<file path="src/hw/tinker_word_pkg.sv">
`default_nettype none

package tinker_word_pkg;

    // data word
    localparam int word_w     = 64;
    localparam int word_bytes = word_w / 8;

    // byte address as seen by the memory
    localparam int addr_w = 32;

    // register file geometry
    localparam int reg_idx_w = 5;
    localparam int reg_count = 1 << reg_idx_w;

    // stack pointer lives in the last register
    localparam int sp_reg = reg_count - 1;

    typedef logic [word_w-1:0] word_t;

    typedef logic [addr_w-1:0] addr_t;

    typedef logic [reg_idx_w-1:0] reg_idx_t;

endpackage

`default_nettype wire

</file>
<file path="src/hw/tinker_regfile.sv">
`timescale 1ns/1ps
`default_nettype none

module tinker_regfile #(
    parameter tinker_word_pkg::word_t sp_reset = 64'h10000
) (
    input  logic                      clk,
    input  logic                      reset,
    input  logic                      we,
    input  tinker_word_pkg::reg_idx_t wa,
    input  tinker_word_pkg::reg_idx_t ra_s,
    input  tinker_word_pkg::reg_idx_t ra_t,
    input  tinker_word_pkg::reg_idx_t ra_d,
    input  tinker_word_pkg::word_t    wd,
    output tinker_word_pkg::word_t    rs_val,
    output tinker_word_pkg::word_t    rt_val,
    output tinker_word_pkg::word_t    rd_val
);
    import tinker_word_pkg::*;

    word_t regs [reg_count];

    // r0 is an ordinary register in this ISA
    always_ff @(posedge clk or posedge reset) begin
        if (reset) begin
            for (int i = 0; i < reg_count; i++) begin
                // stack pointer starts at the top of memory
                if (i == sp_reg) begin
                    regs[i] <= sp_reset;
                end else begin
                    regs[i] <= '0;
                end
            end
        end else if (we) begin
            regs[wa] <= wd;
        end
    end

    // three async read ports
    // a write in the same cycle is not visible here yet
    assign rs_val = regs[ra_s];
    assign rt_val = regs[ra_t];
    assign rd_val = regs[ra_d];

endmodule

`default_nettype wire

</file>
<file path="config.mk">
export PLATFORM = sky130hd
export DESIGN_NAME = tinker_regfile
export DESIGN_NICKNAME = d
export VERILOG_FILES = /design/src/hw/tinker_word_pkg.sv /design/src/hw/tinker_regfile.sv
export SDC_FILE = /design/constraint.sdc
export NUM_CORES = 2
export LEC_CHECK = 0
export BUFFER_PORTS_ARGS = -buffer_cell sky130_fd_sc_hd__buf_2
export CAP_MARGIN = 20
export CORE_ASPECT_RATIO = 1.4
export CORE_MARGIN = 2
export CORE_UTILIZATION = 55
export DETAILED_ROUTE_END_ITERATION = 10
export PLACE_DENSITY = 0.68
export SYNTH_ARGS = -nofsm -noshare
export SYNTH_HDL_FRONTEND = slang
export SYNTH_SLANG_ARGS = --single-unit
export TNS_END_PERCENT = 1
</file>
<file path="constraint.sdc">
create_clock -name clk -period 70.7 [get_ports clk]
set_input_delay 3.535 -clock clk [delete_from_list [all_inputs] [get_ports clk]]
set_output_delay 3.535 -clock clk [all_outputs]
set_load 0.05 [all_outputs]
</file>
Word-level counts from Yosys, hierarchy flattened
Cells that the tools add are included.

Flip-flop bits (word level): 2048. Input bits: 87.

Magnitude comparators: 5. Mux-type cells: 12. Bitwise gates (word level): 4. Reduce and logical (&&, ||, !) cells: 1.

Operators with widths (count): $bwmux W2048 (1); $bmux W64 S5 (3); $mux W64 (7); $demux W64 S5 (1); $ge A6 B6 Y1 const B (4); $not A5 Y6 (4); $lt A6 B1 Y1 const B (1); $logic_and A1 B1 Y1 (1).

Longest topological paths before layout
Word-level depth: 6. Mapped depth: 9. Mapped depth without buffers: 4.

Worst setup path after synthesis
Ideal clock, no wire load.

Kind: input to output. From: input port ra_s[1]. To: output port rs_val[22]. Data arrival time: 6024 ps. Required time: 67165 ps. Path slack: 61141 ps. Cell stages on the path: 7. Cells stage by stage: buf_4 > buf_4 > buf_4 > buf_4 > mux2_2 > nor2_1 > nor4_1.

Word-level cells in the longest chain between the ends: 4.

Ends and longest elaborated chain: from (decl) (line tinker_regfile.sv:11) `input tinker_word_pkg::reg_idx_t ra_s,`; $not A5 Y6 (not written as such) (line tinker_regfile.sv:41) `assign rs_val = regs[ra_s];`; $bmux W64 S5 (line tinker_regfile.sv:41); $mux W64 (not written as such) (2 in series) (line tinker_regfile.sv:41); to (decl) (line tinker_regfile.sv:15) `output tinker_word_pkg::word_t rs_val,`.

Every way passes these cells. The select of a mux whose other input is x is not followed.

Worst setup path in the final report
From: input port ra_s[2]. To: output port rs_val[56].

The elaborated chain is that of the path after synthesis.

==> metrics.md <==
| Metric | Value |
|---|---|
| Final ANT Viol Nets | `0` |
| Critical Path Max Stage Delay | `roughly 900 ps` |
| Initial antenna violation count | `84` |
| Most frequent cell after synthesis | `dfrtp_1` |
| GR Util All Layers | `0.465` |
| Cell count of the worst reg-to-reg path | `1` |
| Layout cells sized above 1 | `0.429` |
| Post-synth top area cell | `dfrtp_1` |
| PortBufs | `278` |
| Setup Buffers After CTS | `0` |
| Seq/Total Area, Yosys | `0.408` |
| CTS H-tree depth | `4` |
| IO Count | `approximately 280` |
| Post-synth EDFFs | `0` |
| Clk slew on worst S/H paths | `60 ps` |
| CP startpoint kind | `input pin` |
| RR Endpoint | `regs[1156]` |
| Cell depth of the worst hold path | `1` |
| Area Overhead vs Synth | `8.36%` |
| DR vias | `99,100` |
| Syn avg cell area | `13.7 um^2` |
| DR pass1 iterations | `7` |
| Static Leakage | `59.5 nW` |
| Post-synth top area share | `0.408` |
| DPL Wire Length | `330,000 um` |
| Peak Freq | `82.3 MHz` |
| CP required | `67,170 ps` |
| Die area | `232,000 um^2` |
| Design area | `about 140,000 um^2` |
| Count of cell types in the netlist | `54` |
| Final min period | `12,140 ps` |
| Final Hold Vio Count | `0` |
| CTS Root Cell | `clkbuf_16` |
| Status | `finished clean` |
| Worst rel slew slack | `0.0570` |
| MaxCap Viol Count | `0` |
| Area of the multi-input gates | `69,600 um^2` |
| CP dominant cell by count | `buf_4` |
| Synth top area cells | `dfrtp_1, mux2_2, mux4_2, mux2i_1, a22oi_1` |
| Critical path data arrival time | `around 8600 ps` |
| Core Rows | `207` |
| CP top delay family | `buffers and inverters` |
| Clk_skew | `0 ps` |
| Largest Register | `regs` |
| Worst-Skew Late Latency | `~920 ps` |
| Multiplexer area fraction after synthesis | `0.449` |
| Flop and latch count out of synthesis | `2,048` |
| Tcrit/Tclk final | `0.172` |
| Crit Path Max Fanout | `121` |
| Buf/Inv on CP | `6` |
| Adder-Cell Fraction of Synth Area | `0` |
| CTS sink cnt | `2,048` |
| Drt wl/cell | `~45 um` |
| Vias in the first global route | `96,300` |
| Largest net degree at the start of global routing | `185` |
| Largest registers | `regs x2048` |
| Ys flop type | `dfrtp_1` |
| Crit Path Category | `input pin to primary output` |
| WHS Endpoint | `regs[658]` |
| Drc violations | `0` |
| Num CTS Buffers | `215` |
| Final setup violation count | `0` |
| RSZ-0062 raised after global routing | `no` |
| Synthesized area | `126,000 um^2` |
| Pins Over Slew Limit | `0` |
| Initial DRC Count | `16,400` |
| Width of the die | `about 410 um` |
| Simple-Gate Fraction of Synth Area | `0.0358` |
| Initial Util | `0.553` |
| Fillers | `17,800` |
| Critical-path cell list | `buf_8, buf_4, buf_12, buf_4, buf_4, mux4_2, a22o_1, a31oi_1, nand3_1, buf_2` |
| DP Area | `128,000 um^2` |
| Tightest Hold Check Type | `flop to flop` |
| Min-delay src | `regs[658]` |
| Reg2Reg Setup Slack | `69,830 ps` |
| Tot Pwr | `3.88 mW` |
| Post-DR vias/cell | `8.08` |
| Fin nets | `9,076` |
| Syn_nets | `9,288` |
| CTS-repair resized insts | `0` |
| Maximum vdd drop | `0.0000226 V` |
| RePlAce Congestion | `1.01` |
| WL final | `550,000 um` |
| First-pass GRT wire length | `between 700,000 and 800,000 um` |
| Post-Syn Instances | `a little over 9,000` |
| Max reg flops | `around 2,000` |
| Slew @ Worst Pin | `1410 ps` |
| Pwr Density | `28.5 nW/um^2` |
| CP max stage cell | `buf_4` |
| Yosys warning count | `0` |
| Die height | `569 um` |
| TritonCTS clock tree | `built` |
| Commonest cells in the netlist | `dfrtp_1, mux2_2, mux2i_1, mux4_2, a22oi_1` |
| XOR/XNOR Fraction of Synth Area | `0` |
| TNS Setup | `0 ps` |
| Core region area | `227,000 um^2` |
| Post-CTS Hold Fix Bufs | `0` |
| Post-synthesis compound-gate area fraction | `0.0650` |
| Hold Slack | `535 ps` |
| Total global routing overflow | `0` |
| Async SR Flop Fraction | `1.00` |
| CTS max path bufs | `4` |
| CP Capture Type | `primary output` |
| Register area | `51,300 um^2` |
| R2r startpoint | `regs[1156]` |
| Largest family of logic cells by synthesized area | `multiplexers` |
[per-stage QoR]
step	util	setup slack (ps)	instances
after detailed placement	0.565	58790	11800
final	0.599	58560	12300
after CTS	0.598	58780	12200
after global placement	0.565	58780	11800
after global routing	0.599	58530	12200
after floorplan	-	9320	9201
[logic make-up (layout without fill, tap and decap cells)]
kind of cell           Yosys count  in the layout
AO/OA/AOI/OAI                 1117           1117
AND/OR/NAND/NOR                813            813
other                            0             76
flip-flops                    2048           2048
buffers and inverters         1001            964
multiplexers                  4222           4222
[cells in the final DEF (no fill, tap or decap), types with 15 or more instances in the layout]
cell | netlist | layout
a21oi_1 | 109 | 109
a22oi_1 | 828 | 828
nor2b_4 | 0 | 15
nor2b_1 | 44 | 20
mux2_2 | 1952 | 1952
buf_2 | 393 | 266
nand2b_1 | 15 | 15
nor3_1 | 23 | 18
a32oi_1 | 18 | 18
a22o_1 | 39 | 39
mux4_2 | 920 | 920
nor2_4 | 4 | 21
mux2i_1 | 1244 | 1244
clkbuf_8 | 0 | 39
clkinv_2 | 0 | 46
clkinvlp_4 | 0 | 18
nand3_1 | 298 | 298
buf_4 | 124 | 272
clkbuf_1 | 362 | 32
o32ai_1 | 17 | 17
o22ai_1 | 35 | 35
a31oi_1 | 45 | 45
nor2_1 | 55 | 31
nand2_1 | 129 | 123
clkbuf_16 | 0 | 218
diode_2 | 0 | 76
dfrtp_1 | 2047 | 2047
nand4_1 | 148 | 148
bufinv_16 | 0 | 26
mux2_1 | 106 | 106
[final cells by class]
class / instances / share of cell area
antenna: 76 / 0.00140
clock buffer: 289 / 0.0449
clock inverter: 103 / 0.00939
inverter: 5 / 0.000193
multi-input combinational: 6152 / 0.511
sequential: 2048 / 0.376
tap: 3030 / 0.0278
timing repair buffer: 567 / 0.0288
[worst max-delay path by stage]
stage / from / depth (start not counted) / endpoint / slack [ps]
finish: ra_s[2] / 10 / rs_val[56] / 58560
global route: ra_s[2] / 10 / rs_val[26] / 58530
CTS: ra_s[2] / 10 / rs_val[56] / 58780
detailed placement: ra_s[2] / 10 / rs_val[56] / 58790
global placement: ra_s[2] / 10 / rs_val[26] / 58780
floorplan: reset / 1 / regs[0] / 9320
[report_power, final]
part	internal [mW]	total (mW)	switching, mW	leakage (nW)
Clock	0.701	1.22	0.518	3.62
Combinational	0.492	1.00	0.512	29.7
Sequential	1.40	1.66	0.255	26.2
Total	2.60	3.88	1.29	59.5
[per-layer routing]
| layer | share of wire | vias up | GRT usage |
|---|---|---|---|
| met5 | 0.00084 | - | 0 |
| met2 | 0.42 | 9210 | 0.649 |
| met4 | 0.10 | 62 | 0.388 |
| met3 | 0.15 | 2865 | 0.194 |
| met1 | 0.33 | 51100 | 0.561 |
| li1 | - | 35900 | - |
Power figures use the tool's default switching activity.
