`config.mk`:
```
export PLATFORM = sky130hd
export DESIGN_NAME = tinker_branch_unit
export DESIGN_NICKNAME = d
export VERILOG_FILES = /design/src/hw/tinker_isa_pkg.sv /design/src/hw/tinker_word_pkg.sv /design/src/hw/tinker_branch_unit.sv
export SDC_FILE = /design/constraint.sdc
export NUM_CORES = 1
export LEC_CHECK = 0
export BUFFER_PORTS_ARGS = -buffer_cell sky130_fd_sc_hd__buf_2
export CAP_MARGIN = 20
export CORE_AREA = 2 2 126 128
export DETAILED_ROUTE_END_ITERATION = 6
export DIE_AREA = 0 0 128 130
export PLACE_DENSITY_LB_ADDON = 0.3
export SETUP_SLACK_MARGIN = 0.5
export SLEW_MARGIN = 5
export SYNTH_ARGS = -nofsm -noshare
export SYNTH_HDL_FRONTEND = slang
export SYNTH_SLANG_ARGS = --single-unit
export TNS_END_PERCENT = 10
```
`constraint.sdc`:
```
create_clock -name vclk -period 18.6
set_input_delay 5.58 -clock vclk [all_inputs]
set_output_delay 5.58 -clock vclk [all_outputs]
set_load 0.05 [all_outputs]
```
`src/hw/tinker_isa_pkg.sv`:
```
`default_nettype none

package tinker_isa_pkg;

    // instruction word geometry
    localparam int inst_w     = 32;
    localparam int inst_bytes = inst_w / 8;
    localparam int op_w       = 5;
    localparam int lit_w      = 12;

    // field positions inside an instruction
    localparam int op_msb  = 31;
    localparam int op_lsb  = 27;
    localparam int rd_msb  = 26;
    localparam int rd_lsb  = 22;
    localparam int rs_msb  = 21;
    localparam int rs_lsb  = 17;
    localparam int rt_msb  = 16;
    localparam int rt_lsb  = 12;
    localparam int lit_msb = 11;
    localparam int lit_lsb = 0;

    typedef logic [inst_w-1:0] inst_t;

    // sign-extended wherever it feeds an operand
    typedef logic [lit_w-1:0] literal_t;

    typedef enum logic [op_w-1:0] {
        op_and    = 5'h00,
        op_or     = 5'h01,
        op_xor    = 5'h02,
        op_not    = 5'h03,
        op_shftr  = 5'h04,
        op_shftri = 5'h05,
        op_shftl  = 5'h06,
        op_shftli = 5'h07,
        op_br     = 5'h08,
        op_brr    = 5'h09,
        op_brr_l  = 5'h0a,
        op_brnz   = 5'h0b,
        op_halt   = 5'h0f,
        op_load   = 5'h10,
        op_mov    = 5'h11,
        op_mov_l  = 5'h12,
        op_store  = 5'h13,
        op_add    = 5'h18,
        op_addi   = 5'h19,
        op_sub    = 5'h1a,
        op_subi   = 5'h1b
    } opcode_e;

endpackage

`default_nettype wire

```
`src/hw/tinker_word_pkg.sv`:
```
`default_nettype none

package tinker_word_pkg;

    // data word
    localparam int word_w     = 64;
    localparam int word_bytes = word_w / 8;

    // byte address as seen by the memory
    localparam int addr_w = 32;

    // register file geometry
    localparam int reg_idx_w = 5;
    localparam int reg_count = 1 << reg_idx_w;

    // stack pointer lives in the last register
    localparam int sp_reg = reg_count - 1;

    typedef logic [word_w-1:0] word_t;

    typedef logic [addr_w-1:0] addr_t;

    typedef logic [reg_idx_w-1:0] reg_idx_t;

endpackage

`default_nettype wire

```
`src/hw/tinker_branch_unit.sv`:
```
`timescale 1ns/1ps
`default_nettype none

module tinker_branch_unit (
    input  tinker_isa_pkg::opcode_e op,
    input  tinker_word_pkg::word_t  pc,
    input  tinker_word_pkg::word_t  a,
    input  tinker_word_pkg::word_t  b,
    input  tinker_word_pkg::word_t  d,
    output logic                    taken,
    output tinker_word_pkg::word_t  target
);
    import tinker_isa_pkg::*;

    always_comb begin
        taken  = 1'b0;
        target = d;
        case (op)
            // absolute jump to rd
            op_br: begin
                taken  = 1'b1;
                target = d;
            end
            // relative by rd
            op_brr: begin
                taken  = 1'b1;
                target = pc + d;
            end
            // relative by sign-extended literal
            op_brr_l: begin
                taken  = 1'b1;
                target = pc + b;
            end
            // conditional on rs, target in rd
            op_brnz: begin
                taken  = (a != '0);
                target = d;
            end
            default: begin
                taken = 1'b0;
            end
        endcase
    end

endmodule

`default_nettype wire

```
After elaboration in Yosys (flattened, before gate mapping)
Index checks and enable logic that the tools add are counted.

Register bits: 0. Input bits: 261. Output and inout port bits: 65. Word-level logic and storage cells: 10.

Reductions and logical operators: 2. $add $sub $neg: 2. Multiplexer cells: 2. Eq/ne operators: 4.

Operators by type and width (count): 64-bit adder (2); 64-bit case mux with 2 select lines (1); 64-bit nonzero test (1); 5-bit by 4-bit == test with 1-bit output, second input constant (4); 3-bit OR reduction (1); 1-bit case mux with 2 select lines (1).

Depth between registers and ports, before layout
Gate-level depths: netlist of the first run.

Word-level depth: 3. Mapped depth: 18. Gate-level depth less buffers: 16.

Worst setup path after synthesis of the first run
OpenSTA, ideal clock, no wires.

Kind: input -> output. From: in op[3]. To: out target[58]. Data required time: 13.020 ns. Data arrival time: 10.043 ns. Stages on the path: 16. Buffers on the path: 2. Slack: 2.977 ns. Cell sequence: nor3b_1 > nand3b_1 > clkbuf_1 > clkbuf_1 > mux2_2 > ha_1 > a21o_1 > a21o_1 > a211oi_1 > nand4_1 > o21ai_1 > o32ai_1 > o21ai_1 > o21ai_0 > xnor2_1 > o21ai_0.

Word-level cells in the longest chain between the ends: 2. Elaborated cells between the ends (all ways): 3. Classes of those cells: eq/ne: 2; mux: 1.

Ends and longest elaborated chain: start, declared (line tinker_branch_unit.sv:5) `input tinker_isa_pkg::opcode_e op,`; 5-bit by 4-bit == test with 1-bit output (line tinker_branch_unit.sv:18) `case (op)`; 64-bit case mux with 2 select lines (*) (line tinker_branch_unit.sv:18); end, declared (line tinker_branch_unit.sv:11) `output tinker_word_pkg::word_t target`.

Every way passes the cells marked *; elsewhere a longest branch is shown, timed or not.

Worst setup path after layout of the first run
From: in op[4]. To: out target[56].

Same word-level chain as after synthesis.

==> qor.log, run 1 <==
[status] run status finished clean
[yosys] Synthesis Warnings 0
[drt] routed via count 7186
[power_and_ir_drop] leakage dissipation 3.73 nW
[floorplan] count of pins on the block boundary 326
[sta] RSZ-0062 raised after global routing false
[worst_hold_path] worst hold-check path type input port to output pin
[setup_path] critical path data required time 13.02 ns
[drt] Routed WL 20.2 mm
[sta] min Tclk post-route 15.76 ns
[sta] maximum clock rate 63.5 MHz
[drt] count of unresolved DRC violations after routing 0
[clock_tree] hold buffers post-CTS 0
[setup_path] kind of critical path input port to output pin
[grt] combined global-route utilization of all metal layers 22.5%
[floorplan] placeable core region 15400 µm²
[drt] initial drt markers 414
[grt] Most Used Layer, Global Route met2
[grt] global-route track usage on met2 40.4%
[yosys] multiplexer share of the synthesized area 13.4%
[grt] routing usage on met3 1.27%
[setup_path] cell type group with the largest total delay on the critical path compound AO/OA/AOI/OAI gates
[grt] wire length of the first global-routing pass 31.5 mm
[sta] fin. max-slew vios 0
[drt] Wirelength per Cell 15.6 µm
[yosys] Synth Area in Compound Gates 33.1%
[power_and_ir_drop] total power divided by cell area 36.0 nW/µm²
[grt] global route overflow 0
[setup_path] master of the slowest instance on the critical path nor3b_1
[yosys] summed instance area of the synthesized netlist 5560 µm²
[yosys] largest family of logic cells by synthesized area compound AO/OA/AOI/OAI gates
[grt] number of antenna violations at the first check in global routing 0
[sta] Finish-stage setup viols 0
[cells_and_area] leading cell types in the layout, fill and taps excluded buf_2 (326), nand2_1 (112), o21ai_0 (91)
[yosys] mean cell area of the mapped netlist 6.72 µm²
[setup_path] capturing element type of the critical path output pin
[setup_path] sort of element at the start of the critical path input port
[cells_and_area] # fillers 1662
[cells_and_area] sequential cell area 0 µm²
[clock_tree] cells resized by post-CTS repair 0
[setup_path] Buf/Inv on CP 4
[cells_and_area] final cell utilization of the core 47.2%
[cells_and_area] synthesis-to-layout area growth 30.9%
[setup_path] critical path cell sequence buf_2 > nor3b_1 > nand3b_1 > buf_4 > mux2_2 > ha_1 > inv_1 > fa_1 > nor2b_1 > o211ai_1 > a31oi_1 > a31o_2 > o21ai_1 > o32ai_1 > o21ai_1 > o21ai_0 > xnor2_1 > o21ai_0 > buf_2
[floorplan] width of the die 128 µm
[yosys] sequential fraction of the synthesis area 0%
[floorplan] Die Y 130 µm
[drt] number of antenna-violating nets in the routed design 0
[placement] routability-driven placement congestion ratio 0.949
[sta] Total Negative Setup Slacks 0 ns
[yosys] area share of fa/ha/maj cells after synthesis 15.9%
[sta] Period Utilization, post-route 84.7%
[cells_and_area] most common cell after layout, fill and taps aside buf_2
[grt] vias in the first global route 6534
[placement] number of input and output port buffers inserted 326
[drt] length of the first detailed-routing pass in iterations 5
[grt] met1 Resource Use GR 30.4%
[yosys] simple-gate share of the synthesized area 23.5%
[sta] final hold vios 0
[drt] average vias per placed instance 5.53
[grt] maximum number of pins on one net before global-route repair 126
[cells_and_area] count of antenna diodes in the layout 0
[power_and_ir_drop] Max rail drop VDD 15.7 µV
[setup_path] max incr delay on CP 0.55 ns
[floorplan] die area 16600 µm²
[yosys] synthesized netlist net count 1158
[floorplan] starting density of the core 36.0%
[setup_path] CP Max Fanout 30
[cells_and_area] fraction of final layout cells sized beyond drive strength 1 37.0%
[clock_tree] post-CTS setup buffer count 0
[cells_and_area] FFs & Latches 0
[cells_and_area] Total Nets Final 1440
[floorplan] row count 46
[sta] Hold Worst Slack 11.56 ns
[cells_and_area] clock buffer instance count of the final layout 0
[yosys] Cell variety after synth 60
[placement] final HPWL from detailed placement 17.5 mm
[sta] Slew headroom 53.9%
[yosys] fraction of synthesized cell area in xor and xnor cells 9.30%
[flow_run] Max Cap Violations 0
[sta] pin slew with the least headroom to its limit 0.690 ns
[setup_path] worst endpoint data arrival time 10.18 ns
[yosys] cell count after synthesis 827
area by class of cell:
| cell class | count | area (µm²) | share of cell area (%) |
|---|---|---|---|
| repair buffers | 329 | 1670 | 23.0 |
| multi-input cells | 760 | 5300 | 72.8 |
| well taps | 192 | 240 | 3.30 |
| inverters | 18 | 67.6 | 0.928 |
report_power, final:
part / switching (mW) / internal (mW)
registers: 0 / 0
clock network: 0 / 0
logic: 0.160 / 0.102
through the flow:
stage / power (mW) / cell area (µm²) / setup WS (ns) / std cells
final: 0.262 / 7280 / 2.84 / 1299
after global routing: 0.287 / 7280 / 2.38 / 1299
after CTS: 0.260 / 7250 / 2.80 / 1298
after detailed placement: 0.258 / 7250 / 2.84 / 1298
after global placement: 0.258 / 7250 / 2.92 / 1298
after floorplan: 0.184 / 5560 / 2.98 / 827
Yosys cell counts (2+ instances only):
library cell / count / area, µm²
nand2_1: 113 / 424
o21ai_0: 91 / 455
ha_1: 69 / 863
a21oi_1: 68 / 340
mux2_2: 66 / 743
a21o_1: 46 / 345
nor2_1: 41 / 154
clkbuf_1: 39 / 146
xnor2_1: 34 / 298
nand4_1: 32 / 200
xor2_1: 25 / 219
inv_1: 18 / 67.6
nor3_1: 18 / 90.1
nor4_1: 16 / 100
o21ai_1: 13 / 65.1
nand3_1: 11 / 55.1
o21bai_1: 11 / 82.6
nand2b_1: 10 / 62.6
buf_2: 9 / 45.0
a31oi_1: 8 / 50.1
nor2b_1: 7 / 43.8
a211oi_1: 6 / 45.0
a221oi_1: 6 / 52.6
o21a_1: 6 / 45.0
o211ai_1: 5 / 37.5
and3_1: 4 / 25.0
nor3b_1: 4 / 30.0
o31ai_1: 4 / 30.0
or3_1: 4 / 25.0
a211o_1: 3 / 26.3
a31o_2: 3 / 26.3
and2_1: 3 / 18.8
or2_2: 3 / 18.8
a221o_1: 2 / 20.0
a22oi_1: 2 / 15.0
nor4b_1: 2 / 17.5
o2111ai_1: 2 / 17.5
cell families (layout without fill, tap and decap cells):
kind of cell | after synthesis | in the layout
compound gates | 292 | 292
xor+xnor | 59 | 59
fa+ha+maj | 70 | 70
buf+inv | 67 | 347
mux | 66 | 66
simple gates | 273 | 273
layer usage:
metal	part of all wire, %	vias up
met3	6.1	21
met4	1.8	0
li1	-	3646
met5	0	-
met1	44	3231
met2	48	288
worst paths after layout:
check / start / slack [ns] / end / depth (start not counted)
max: op[4] / 2.84 / target[56] / 19
min: d[37] / 11.56 / target[37] / 4
Power figures use the tool's default switching activity.
==> run 2: changes to the inputs <==
--- a/config.mk
+++ b/config.mk
@@ -5,11 +5,11 @@
 export SDC_FILE = /design/constraint.sdc
 export NUM_CORES = 1
 export LEC_CHECK = 0
+export ABC_AREA = 1
 export BUFFER_PORTS_ARGS = -buffer_cell sky130_fd_sc_hd__buf_2
 export CAP_MARGIN = 20
-export CORE_AREA = 2 2 126 128
+export CORE_UTILIZATION = 46
 export DETAILED_ROUTE_END_ITERATION = 6
-export DIE_AREA = 0 0 128 130
 export PLACE_DENSITY_LB_ADDON = 0.3
 export SETUP_SLACK_MARGIN = 0.5
 export SLEW_MARGIN = 5
==> constraint.sdc (replaced) <==
create_clock -name vclk -period 12.72
set_input_delay 3.816 -clock vclk [all_inputs]
set_output_delay 3.816 -clock vclk [all_outputs]
set_load 0.05 [all_outputs]
==> run 2 against run 1 <==
Against the previous run:
- worst hold slack lost 3.5 ns
- die area grew 2.6%
- combinational power grew 75%
- sequential share of layout area is the same
- critical path depth shrank 1
- sequential cell count is the same
- clock-buffer cell count is the same
- total power grew 75%
- via count grew 53%
- synthesized area grew 37%
- critical endpoint is now target[34]
- highest routed layer unchanged
==> qor.log, run 2 <==
[status] run status finished clean
[floorplan] Die Y 131 µm [+0.53%]
[sta] maximum clock rate 88.1 MHz
[setup_path] kind of critical path input port to output pin
[flow_run] Max Cap Violations 0 [unchanged]
[floorplan] placeable core region 16000 µm² [+3.7%]
[yosys] leading cell type by number of instances after synthesis nand2_1
[sta] Period Utilization, post-route 89.3%
[yosys] mean cell area of the mapped netlist 4.65 µm² [-31%]
[yosys] library cell with the largest summed area after synthesis nand2_1
[sta] min Tclk post-route 11.35 ns
[power_and_ir_drop] Max rail drop VDD 32.5 µV [+110%]
[grt] combined global-route utilization of all metal layers 37.0% [+15 points]
[placement] worst slack after detailed placement 1.54 ns [-1.30 ns]
[cells_and_area] Non-Filler Instances 2162 [+66%]
[cells_and_area] sequential cell area 0 µm² [unchanged]
[floorplan] die area 17100 µm² [+2.6%]
[drt] average vias per placed instance 5.08 [-8.2%]
[sta] RSZ-0062 raised after global routing false
[drt] initial drt markers 891 [+120%]
[drt] number of antenna-violating nets in the routed design 0 [unchanged]
[floorplan] row count 46 [unchanged]
[sta] Finish-stage setup viols 0 [unchanged]
[drt] routed via count 10982 [+53%]
[power_and_ir_drop] leakage dissipation 6.32 nW [+69%]
[sta] pin slew with the least headroom to its limit 0.958 ns [+0.268 ns]
[yosys] sequential fraction of the synthesis area 0% [unchanged]
[drt] count of unresolved DRC violations after routing 0 [unchanged]
[yosys] main area contributors after synthesis nand2_1 (34%), inv_1 (18%), ha_1 (11%)
[cells_and_area] fraction of final layout cells sized beyond drive strength 1 20.1% [-17 points]
[setup_path] worst setup path startpoint op[1]
[grt] global route overflow 0 [unchanged]
[grt] maximum number of pins on one net before global-route repair 59 [-53%]
[yosys] synthesized netlist net count 1970 [+70%]
[placement] final HPWL from detailed placement 28.9 mm [+65%]
[clock_tree] post-CTS setup buffer count 0 [unchanged]
[placement] Placed Area 9390 µm² [+30%]
[setup_path] critical path endpoint target[34]
[clock_tree] cells resized by post-CTS repair 0 [unchanged]
[cells_and_area] most common cell after layout, fill and taps aside nand2_1
[sta] Total Negative Setup Slacks 0 ns [unchanged]
[placement] number of input and output port buffers inserted 326 [unchanged]
[floorplan] width of the die 131 µm [+2.1%]
[yosys] area fraction of the dominant cell type after synthesis 34.2% [+19 points]
[power_and_ir_drop] total power divided by cell area 48.7 nW/µm² [+35%]
[grt] wire length of the first global-routing pass 48.5 mm [+54%]
[setup_path] worst endpoint data arrival time 7.54 ns [-2.64 ns]
[cells_and_area] synthesis-to-layout area growth 23.3%
[sta] final hold vios 0 [unchanged]
[cells_and_area] FFs & Latches 0 [unchanged]
[yosys] Cell variety after synth 31 [-48%]
[setup_path] capturing element type of the critical path output pin
[worst_hold_path] worst hold-check path type input port to output pin
[yosys] commonest cells in the synthesized netlist nand2_1 (694), inv_1 (360), nor2_1 (169)
[drt] Routed WL 32.7 mm [+62%]
[sta] final setup slack of the worst path 1.37 ns [-1.48 ns]
[yosys] summed instance area of the synthesized netlist 7620 µm² [+37%]
[cells_and_area] Total Nets Final 2278 [+58%]
[clock_tree] hold buffers post-CTS 0 [unchanged]
[cells_and_area] clock buffer instance count of the final layout 0 [unchanged]
[grt] number of antenna violations at the first check in global routing 1 [+1]
[floorplan] starting density of the core 47.6% [+12 points]
[drt] Wirelength per Cell 15.1 µm [-2.9%]
[grt] vias in the first global route 9359 [+43%]
[setup_path] sort of element at the start of the critical path input port
[placement] DP Cell Count 2161 [+66%]
[cells_and_area] # fillers 1772 [+6.6%]
[setup_path] critical path data required time 8.90 ns [-4.12 ns]
[sta] fin. max-slew vios 0 [unchanged]
[sta] Slew headroom 35.9% [-18 points]
[drt] length of the first detailed-routing pass in iterations 5 [unchanged]
[cells_and_area] leading cell types in the layout, fill and taps excluded nand2_1 (693), inv_1 (360), buf_2 (326)
[yosys] cell count after synthesis 1639 [+98%]
[yosys] Synthesis Warnings 0 [unchanged]
[floorplan] count of pins on the block boundary 326 [unchanged]
[cells_and_area] post-route cell area 9390 µm² [+29%]
[setup_path] CP Max Fanout 58 [+93%]
[worst_hold_path] critical hold path startpoint d[0]
[placement] routability-driven placement congestion ratio 1.02 [+7.4%]
## run 2: cell count changes after synthesis, moves of 34 or more
cell / before / now
clkbuf_1: 39 / 5
nand3_1: 11 / 96
inv_1: 18 / 360
nand2_1: 113 / 694
mux2_2: 66 / 29
nor2_1: 41 / 169
a21o_1: 46 / 0
o21ai_0: 91 / 22
## run 2: cell families after synthesis
group | share of synthesized area (%)
AO/OA/AOI/OAI | 8.51
buffers and inverters | 19.9
adder cells (fa/ha/maj) | 11.6
AND/OR/NAND/NOR | 54.7
XOR/XNOR | 1.03
multiplexers | 4.29
## run 2: how the worst min path moves through the flow
stage          slack [ns]    endpoint  cells past startpoint
2_1_floorplan        7.91  target[35]                      2
3_3_place_gp         8.03   target[8]                      4
5_1_grt              8.05  target[49]                      4
3_5_place_dp         8.03  target[61]                      4
6_report             8.03   target[0]                      4
4_1_cts              8.03  target[61]                      4
## run 2: final cells by class
class              count  area, µm²  share of cell area (%)
inverters            361       1360                    14.4
multi-input cells   1255       6110                    65.1
repair buffers       329       1650                    17.6
well taps            216        270                    2.88
diodes                 1       2.50                  0.0266
## run 2: layer usage
metal	up-vias	routed length [µm]	global-route usage, %
met3	51	2630	2.48
met1	4831	14600	51.0
met4	0	974	9.47
met5	-	0	0
met2	519	14500	62.2
li1	5581	-	-
## run 2: worst max-delay path, cell delays in order
cell and delay (ns):
buf_2 0.12, inv_1 0.06, nor2_1 0.06, nand2_4 0.18
buf_4 0.51, mux2_2 0.40, ha_1 0.43, nand2_1 0.16
nor2_1 0.34, nand3_1 0.19, nand3_1 0.24, nand2_1 0.09
nand2_1 0.21, nand3_1 0.14, nand3b_1 0.11, nand3_1 0.08
nand2_1 0.07, buf_2 0.26
## run 2: metrics by stage
| stage | hold WS, ns | total power [mW] | util (%) |
|---|---|---|---|
| floorplan | 7.91 | 0.300 | - |
| detailed placement | 8.03 | 0.447 | 58.7 |
| global placement | 8.03 | 0.446 | 58.7 |
| finish | 8.03 | 0.458 | 58.7 |
| CTS | 8.03 | 0.449 | 58.7 |
| global route | 8.05 | 0.500 | 58.7 |
## run 2: where the power goes
part / internal (mW) / leakage (nW) / switching [mW]
Sequential: 0 / 0 / 0
Clock: 0.0000000105 / 0.00000634 / 0
Combinational: 0.147 / 6.32 / 0.311
